===== config.mk =====
export PLATFORM = sky130hd
export DESIGN_NAME = fletcherTop
export DESIGN_NICKNAME = d
export VERILOG_FILES = /design/src/hw/fletcherPkg.sv /design/src/hw/fletcherAccumulator.sv /design/src/hw/cmdQueue.sv /design/src/hw/axiLiteRegs.sv /design/src/hw/fletcherTop.sv
export VERILOG_INCLUDE_DIRS = /design/src /design/src/hw
export SDC_FILE = /design/constraint.sdc
export NUM_CORES = 1
export LEC_CHECK = 0
export BUFFER_PORTS_ARGS = -buffer_cell sky130_fd_sc_hd__buf_2
export CELL_PAD_IN_SITES_DETAIL_PLACEMENT = 1
export CELL_PAD_IN_SITES_GLOBAL_PLACEMENT = 1
export CORE_MARGIN = 8
export CORE_UTILIZATION = 44
export CTS_BUF_LIST = sky130_fd_sc_hd__clkbuf_4
export DETAILED_ROUTE_END_ITERATION = 6
export GPL_ROUTABILITY_DRIVEN = 0
export PLACE_DENSITY_LB_ADDON = 0.1
export SYNTH_ARGS = -nofsm -noshare
export SYNTH_HDL_FRONTEND = slang
export SYNTH_SLANG_ARGS = --single-unit
export TNS_END_PERCENT = 100

===== constraint.sdc =====
create_clock -name clk -period 4.9 [get_ports clk]
set_clock_uncertainty 0.05 [all_clocks]
set_input_delay 0.245 -clock clk [delete_from_list [all_inputs] [get_ports clk]]
set_output_delay 0.245 -clock clk [all_outputs]
set_load 0.005 [all_outputs]

===== src/hw/fletcher_cfg.svh =====
`ifndef FLETCHER_CFG_SVH
`define FLETCHER_CFG_SVH

// full checksum width
// b sits in the upper half and a in the lower half
`define FLETCHER_WIDTH 32

// entries in the command queue
`define CMD_QUEUE_DEPTH 4

// register byte offsets on the 4-bit AXI address
`define REG_CTRL     4'h0
`define REG_DATA     4'h4
`define REG_STATUS   4'h8
`define REG_CHECKSUM 4'hC

`endif


===== src/hw/fletcherPkg.sv =====
`include "fletcher_cfg.svh"

package fletcherPkg;

    // one data halfword, half the checksum width
    typedef logic [`FLETCHER_WIDTH/2-1:0] halfWord_t;

    // result as {b, a}
    typedef logic [`FLETCHER_WIDTH-1:0] checksum_t;

    // what a queued command does to the sums
    typedef enum logic {
        cmdData  = 1'b0,
        cmdClear = 1'b1
    } cmdKind_t;

    // one queue entry
    // data is don't-care for a clear
    typedef struct packed {
        cmdKind_t  kind;
        halfWord_t data;
    } cmdEntry_t;

    // only the two AXI responses this slave ever gives
    typedef enum logic [1:0] {
        respOkay   = 2'd0,
        respSlvErr = 2'd2
    } axiResp_t;

endpackage


===== src/hw/fletcherAccumulator.sv =====
`timescale 1ns/1ns
`include "fletcher_cfg.svh"

module fletcherAccumulator
    import fletcherPkg::*;
(
    input  logic      clk,
    input  logic      rst,
    input  logic      popValid,
    input  cmdEntry_t popEntry,
    output checksum_t checksum,
    output logic      pending
);
    localparam int HalfWidth = `FLETCHER_WIDTH / 2;
    // modulus is the all-ones halfword, 65535
    localparam logic [HalfWidth:0] Modulus = {1'b0, {HalfWidth{1'b1}}};

    // running sums, always kept in 0 .. modulus-1
    halfWord_t sumA;
    halfWord_t sumB;
    // delayed enable, b follows a by one cycle
    logic bUpdate;

    // widened sums and their once-reduced versions
    logic [HalfWidth:0] rawA;
    logic [HalfWidth:0] rawB;
    logic [HalfWidth:0] reducedA;
    logic [HalfWidth:0] reducedB;
    halfWord_t nextA;
    halfWord_t nextB;

    logic takeData;
    logic takeClear;

    assign takeData  = popValid && (popEntry.kind == cmdData);
    assign takeClear = popValid && (popEntry.kind == cmdClear);

    always_comb begin
        rawA = {1'b0, sumA} + {1'b0, popEntry.data};
        // b adds the a that was just written
        rawB = {1'b0, sumB} + {1'b0, sumA};
        reducedA = rawA - Modulus;
        reducedB = rawB - Modulus;
        // both operands below 2*modulus, one subtract is enough
        nextA = (rawA >= Modulus) ? reducedA[HalfWidth-1:0] : rawA[HalfWidth-1:0];
        nextB = (rawB >= Modulus) ? reducedB[HalfWidth-1:0] : rawB[HalfWidth-1:0];
    end

    always_ff @(posedge clk) begin
        if (rst) begin
            sumA    <= '0;
            sumB    <= '0;
            bUpdate <= 1'b0;
        end else if (takeClear) begin
            // clear wins over any b update still in flight
            sumA    <= '0;
            sumB    <= '0;
            bUpdate <= 1'b0;
        end else begin
            bUpdate <= takeData;
            if (takeData) begin
                sumA <= nextA;
            end
            if (bUpdate) begin
                sumB <= nextB;
            end
        end
    end

    assign checksum = {sumB, sumA};
    // a b update still owed to the last data entry
    assign pending = bUpdate;

endmodule


===== src/hw/cmdQueue.sv =====
`timescale 1ns/1ns
`include "fletcher_cfg.svh"

module cmdQueue
    import fletcherPkg::*;
(
    input  logic      clk,
    input  logic      rst,
    input  logic      pushValid,
    input  cmdEntry_t pushEntry,
    output logic      queueFull,
    output logic      popValid,
    output cmdEntry_t popEntry
);
    localparam int Depth      = `CMD_QUEUE_DEPTH;
    localparam int PtrWidth   = (Depth > 1) ? $clog2(Depth) : 1;
    localparam int CountWidth = $clog2(Depth + 1);

    // circular entry storage
    cmdEntry_t entries [Depth];

    logic [PtrWidth-1:0]   wrPtr;
    logic [PtrWidth-1:0]   rdPtr;
    logic [CountWidth-1:0] count;

    logic doPush;
    logic doPop;

    // wrap at depth, works for any depth
    function automatic logic [PtrWidth-1:0] nextPtr(input logic [PtrWidth-1:0] ptr);
        nextPtr = (ptr == PtrWidth'(Depth - 1)) ? '0 : ptr + 1'b1;
    endfunction

    assign queueFull = (count == CountWidth'(Depth));
    // accumulator takes the head every cycle it is there
    assign popValid = (count != '0);
    assign popEntry = entries[rdPtr];

    assign doPush = pushValid && !queueFull;
    assign doPop  = popValid;

    // storage needs no reset
    always_ff @(posedge clk) begin
        if (doPush) begin
            entries[wrPtr] <= pushEntry;
        end
    end

    always_ff @(posedge clk) begin
        if (rst) begin
            wrPtr <= '0;
            rdPtr <= '0;
            count <= '0;
        end else begin
            if (doPush) begin
                wrPtr <= nextPtr(wrPtr);
            end
            if (doPop) begin
                rdPtr <= nextPtr(rdPtr);
            end
            // occupancy holds when push and pop meet
            case ({doPush, doPop})
                2'b10:   count <= count + 1'b1;
                2'b01:   count <= count - 1'b1;
                default: count <= count;
            endcase
        end
    end

endmodule


===== src/hw/axiLiteRegs.sv =====
`timescale 1ns/1ns
`include "fletcher_cfg.svh"

module axiLiteRegs
    import fletcherPkg::*;
(
    input  logic        clk,
    input  logic        rst,
    // write address and data
    input  logic [3:0]  awaddr,
    input  logic        awvalid,
    output logic        awready,
    input  logic [31:0] wdata,
    input  logic [3:0]  wstrb,
    input  logic        wvalid,
    output logic        wready,
    // write response
    output axiResp_t    bresp,
    output logic        bvalid,
    input  logic        bready,
    // read address
    input  logic [3:0]  araddr,
    input  logic        arvalid,
    output logic        arready,
    // read data
    output logic [31:0] rdata,
    output axiResp_t    rresp,
    output logic        rvalid,
    input  logic        rready,
    // command queue side
    output logic        pushValid,
    output cmdEntry_t   pushEntry,
    input  logic        queueFull,
    input  logic        queueNotEmpty,
    input  logic        pending,
    input  checksum_t   checksum
);
    localparam int HalfWidth = $bits(halfWord_t);

    // write accept pulse, drives awready and wready together
    logic wrReady;
    logic wrFire;
    // CTRL or DATA, the offsets that become commands
    logic wrIsCmd;
    logic wrRoom;
    logic rdFire;
    logic busy;

    // wstrb is not decoded
    // every write is taken as a full word
    assign wrIsCmd = (awaddr == `REG_CTRL) || (awaddr == `REG_DATA);
    // unmapped writes never wait on the queue
    assign wrRoom  = !wrIsCmd || !queueFull;

    assign awready = wrReady;
    assign wready  = wrReady;
    assign wrFire  = wrReady && awvalid && wvalid;

    always_ff @(posedge clk) begin
        if (rst) begin
            wrReady <= 1'b0;
        end else if (wrReady) begin
            // one cycle only
            wrReady <= 1'b0;
        end else begin
            // no new accept while a response is still out
            wrReady <= awvalid && wvalid && !bvalid && wrRoom;
        end
    end

    // queue had room when the pulse was raised
    // and nothing else pushes in between
    assign pushValid = wrFire && wrIsCmd;

    always_comb begin
        pushEntry.kind = (awaddr == `REG_CTRL) ? cmdClear : cmdData;
        // low halfword of the write is the data
        pushEntry.data = wdata[HalfWidth-1:0];
    end

    // write response handshake
    always_ff @(posedge clk) begin
        if (rst) begin
            bvalid <= 1'b0;
        end else if (wrFire) begin
            bvalid <= 1'b1;
        end else if (bready) begin
            bvalid <= 1'b0;
        end
    end

    // response held until bready
    always_ff @(posedge clk) begin
        if (wrFire) begin
            bresp <= wrIsCmd ? respOkay : respSlvErr;
        end
    end

    // read side
    assign arready = !rvalid;
    assign rdFire  = arvalid && arready;

    // still work queued, or b not yet caught up
    assign busy = queueNotEmpty || pending;

    always_ff @(posedge clk) begin
        if (rst) begin
            rvalid <= 1'b0;
        end else if (rdFire) begin
            rvalid <= 1'b1;
        end else if (rready) begin
            rvalid <= 1'b0;
        end
    end

    // data and response captured at accept, stable while rvalid
    always_ff @(posedge clk) begin
        if (rdFire) begin
            case (araddr)
                `REG_STATUS: begin
                    rdata <= {{31{1'b0}}, busy};
                    rresp <= respOkay;
                end
                `REG_CHECKSUM: begin
                    rdata <= checksum;
                    rresp <= respOkay;
                end
                default: begin
                    // CTRL and DATA are write-only
                    rdata <= '0;
                    rresp <= respSlvErr;
                end
            endcase
        end
    end

endmodule


===== src/hw/fletcherTop.sv =====
`timescale 1ns/1ns
`include "fletcher_cfg.svh"

module fletcherTop
    import fletcherPkg::*;
(
    input  logic        clk,
    input  logic        rst,
    input  logic [3:0]  awaddr,
    input  logic        awvalid,
    output logic        awready,
    input  logic [31:0] wdata,
    input  logic [3:0]  wstrb,
    input  logic        wvalid,
    output logic        wready,
    output axiResp_t    bresp,
    output logic        bvalid,
    input  logic        bready,
    input  logic [3:0]  araddr,
    input  logic        arvalid,
    output logic        arready,
    output logic [31:0] rdata,
    output axiResp_t    rresp,
    output logic        rvalid,
    input  logic        rready
);
    // register block to queue
    logic      pushValid;
    cmdEntry_t pushEntry;
    logic      queueFull;

    // queue to accumulator
    logic      popValid;
    cmdEntry_t popEntry;

    // accumulator back to the register block
    checksum_t checksum;
    logic      pending;

    axiLiteRegs i_regs (
        .clk           (clk),
        .rst           (rst),
        .awaddr        (awaddr),
        .awvalid       (awvalid),
        .awready       (awready),
        .wdata         (wdata),
        .wstrb         (wstrb),
        .wvalid        (wvalid),
        .wready        (wready),
        .bresp         (bresp),
        .bvalid        (bvalid),
        .bready        (bready),
        .araddr        (araddr),
        .arvalid       (arvalid),
        .arready       (arready),
        .rdata         (rdata),
        .rresp         (rresp),
        .rvalid        (rvalid),
        .rready        (rready),
        .pushValid     (pushValid),
        .pushEntry     (pushEntry),
        .queueFull     (queueFull),
        // head valid doubles as the not-empty flag
        .queueNotEmpty (popValid),
        .pending       (pending),
        .checksum      (checksum)
    );

    cmdQueue i_queue (
        .clk       (clk),
        .rst       (rst),
        .pushValid (pushValid),
        .pushEntry (pushEntry),
        .queueFull (queueFull),
        .popValid  (popValid),
        .popEntry  (popEntry)
    );

    fletcherAccumulator i_accum (
        .clk      (clk),
        .rst      (rst),
        .popValid (popValid),
        .popEntry (popEntry),
        .checksum (checksum),
        .pending  (pending)
    );

endmodule


==> impl_metrics.tcl <==
set metrics [dict create \
    status "complete, no violations" \
    hpwl_mm 15.1 \
    synth_simple_gate_area_share_pct 17.3 \
    finalSetupViolations 0 \
    synth_fa_ha_area_share_pct 6.99 \
    grt_pass1_vias 6683 \
    routed_via_density 5.78 \
    core_mm2 0.0179 \
    max_freq_mhz 221 \
    initial_core_util_pct 44.8 \
    grt_use_met1_pct 20.3 \
    cts_buffers 17 \
    synth_compound_area_share_pct 13.9 \
    async_flop_share_pct 0 \
    seqPwrFrac_pct 40.2 \
    met3_usage_pct 3.76 \
    ys_ff_latch 147 \
    via_count 6172 \
    synth_cell_type_count 75 \
    cts_buffer_depth 2 \
    ir_drop_mv 0.313 \
    dr.pass1.iters 7 \
    yosys-top-cells-area "edfxtp_1 38%, dfxtp_1 11%, ha_1 6.2%" \
    synth_xor_area_share_pct 2.73 \
    io_pins 92 \
    synth-edff-count 102 \
    grt-ovfl-total 0 \
    place_ws_ns 0.346 \
    path_class "register to register" \
    path_max_fanout 14 \
    period_share_pct 92.5 \
    worstHoldStart "arvalid" \
    area_growth_pct 15.2 \
    hold_violations 0 \
    syn_inst 720 \
    switching_power_mw 1.50 \
    switching_share_pct 39.8 \
    critPathBufInv 1 \
    final.fill_count 1946 \
    tritoncts "done" \
    synthMuxAreaShare_pct 6.99 \
    max_stage_delay_ns 0.54 \
    yosys_most_used_dff "edfxtp_1" \
    grt_antenna_before_repair 1 \
    p_int_mw 2.27 \
    p_leak_nw 3.52 \
    fin_nets 919 \
    cellPowerDensity_mw_per_mm2 409 \
    ys_seq_area_share_pct 49.4 \
    grt_util_all_layers_pct 18.7 \
    maxSlewViolCount 0 \
    yosysMostFrequentCell "edfxtp_1" \
    ant_nets 0 \
    die_w_um 151 \
    tns_ns 0 \
    top_usage_layer "met2" \
    grt_max_degree 34 \
    postCtsSetupRepairBufs 0 \
    drc 0 \
    power.share.combinational_pct 39.6 \
    arrival_ns 4.98 \
    htreeDepth 4 \
    wl_per_cell_um 19.2 \
    rsz0062_at_grt "false" \
    required_ns 5.35 \
    cts_root_buffer "clkbuf_4" \
    wl_mm 20.5 \
    postCtsHoldBufs 31 \
    tightest_slew_ns 1.02 \
    drt_iter0_markers 295 \
    crit_chain "buf_12 > mux4_2 > ha_1 > nand4_1 > o221a_2 > a22oi_1 > a211oi_1 > or3_1 > and4_2 > a31oi_1 > mux2_2 > a31o_2" \
    drive_gt1_share_pct 19.0 \
    port_buffers 69 \
    slowest_stage "mux4_2" \
    clkSinkCount 147 \
    hold_class "input port to register" \
    cp_top_family "compound AO/OA/AOI/OAI gates" \
    synth_top_area_share_pct 38.2 \
    fp.dieArea_mm2 0.0228 \
    cts-resized-gates 0 \
    worst_slack_ns 0.366 \
    cp-end-kind "register" \
    fin_crit_ns 4.53 \
    synth_top_family_by_area "simple AND/OR/NAND/NOR gates" \
    fp.dieH_um 151 \
    maxCapViolCount 0 \
    ys_top_cells_by_count "102 x edfxtp_1, 45 x dfxtp_1, 42 x nor2_1, 41 x a21oi_1, 41 x nand2_1" \
    rows 49 \
    startpoint_type "register" \
    multi_input_area_mm2 0.00386 \
    synth_top_area_cell "edfxtp_1" \
    clk_latency_ns 0.58 \
    p_clk_share_pct 20.2 \
    clk_pin_slew_worst_paths_ns 0.16 \
    synth_area_per_cell_um2 11.1 \
    final_util_pct 51.6 \
    use_met2_pct 34.3 \
    max_slew_margin_pct 31.5 \
    grt_pass1_wl_mm 33.4 \
    seq_area_mm2 0.00396 \
    yosys_warnings 0 \
    synthesis.area_mm2 0.00802 \
]
==> registers in the layout (all words and copies together) (netlist names), named ones only <==
register,count
i_queue.wrPtr,2
i_regs.bvalid,1
i_accum.pending,1
i_accum.sumA,16
i_regs.rdata,32
i_regs.rresp,1
i_queue.entries,68
i_regs.rvalid,1
i_queue.count,3
i_regs.bresp,1
i_accum.sumB,16
i_queue.rdPtr,2
i_regs.awready,1
==> worst paths after layout <==
path                            depth (start not counted)  slack [ns]               end
worst max register to register                         12        0.37   i_accum.sumA[0]
worst max-delay path                                   12        0.37   i_accum.sumA[0]
worst min register to register                          2        0.48  i_queue.rdPtr[1]
worst min-delay path                                    2        0.20  i_regs.rdata[17]
==> worst reg2reg max path, cell delays in order, from the launching register on <==
cell and delay (ns):
dfxtp_1 0.52, buf_12 0.22, mux4_2 0.54, ha_1 0.51, nand4_1 0.17, o221a_2 0.27, a22oi_1 0.38, a211oi_1 0.14
or3_1 0.46, and4_2 0.28, a31oi_1 0.34, mux2_2 0.39, a31o_2 0.21
==> metrics by stage <==
step | std cells | power [mW] | instance area, um2 | hold slack (ns)
3_5_place_dp | 1004 | 3.01 | 8650 | 0.387
6_report | 1068 | 3.78 | 9240 | 0.198
2_1_floorplan | 721 | 2.59 | 8030 | 0.294
5_1_grt | 1068 | 4.03 | 9240 | 0.168
3_3_place_gp | 1004 | 2.94 | 8650 | 0.381
4_1_cts | 1067 | 3.80 | 9240 | 0.164
==> placed cells by master (no fill, tap or decap), types with 4 or more instances in the layout <==
cell,n
edfxtp_1,102
buf_2,69
dfxtp_1,45
nor2_1,42
nand2_1,41
and2_1,40
a21oi_1,40
ha_1,40
o21ai_0,39
dlygate4sd3_1,31
nand3_1,25
nor3_1,24
inv_1,22
clkbuf_4,18
and3_1,17
mux4_2,17
a31oi_1,15
xor2_1,13
nand4_1,12
xnor2_1,12
o211ai_1,11
mux2i_1,11
or3_1,11
buf_4,11
a211oi_1,9
a21o_1,8
mux2_2,6
o221ai_1,5
nand2b_1,4
a31o_2,4
o21a_1,4
nor2b_1,4
nor4_1,4
or3b_2,4
inv_6,4
==> cell type report <==
type	count	share of cell area, %
inverter	23	0.934
sequential	147	42.9
multi-input combinational	524	41.8
clock buffer	18	1.46
clock inverter	14	1.56
timing repair buffer	112	8.21
tap	229	3.10
antenna	1	0.0271
==> power groups by stage <==
stage | combinational [mW] | sequential (mW) | clock [mW]
after floorplan | 1.10 | 1.50 | 0
after global placement | 1.40 | 1.54 | 0
after detailed placement | 1.47 | 1.54 | 0
after CTS | 1.49 | 1.52 | 0.790
after global routing | 1.67 | 1.53 | 0.831
final | 1.50 | 1.52 | 0.763
==> layer usage <==
| metal | part of all wire, % | wire [um] |
|---|---|---|
| met4 | 2.9 | 585 |
| met3 | 3.4 | 702 |
| met5 | 0 | 0 |
| met1 | 42 | 8540 |
| met2 | 52 | 10600 |
==> cell families after synthesis <==
| logic type | after synthesis |
|---|---|
| other | 1 |
| adders and majority gates | 43 |
| buffers and inverters | 50 |
| AOI/OAI and AO/OA | 168 |
| DFF | 147 |
| muxes | 34 |
| xor gates and xnor gates | 25 |
| and+or+nand+nor | 252 |
(Power assumes the default switching activity.)
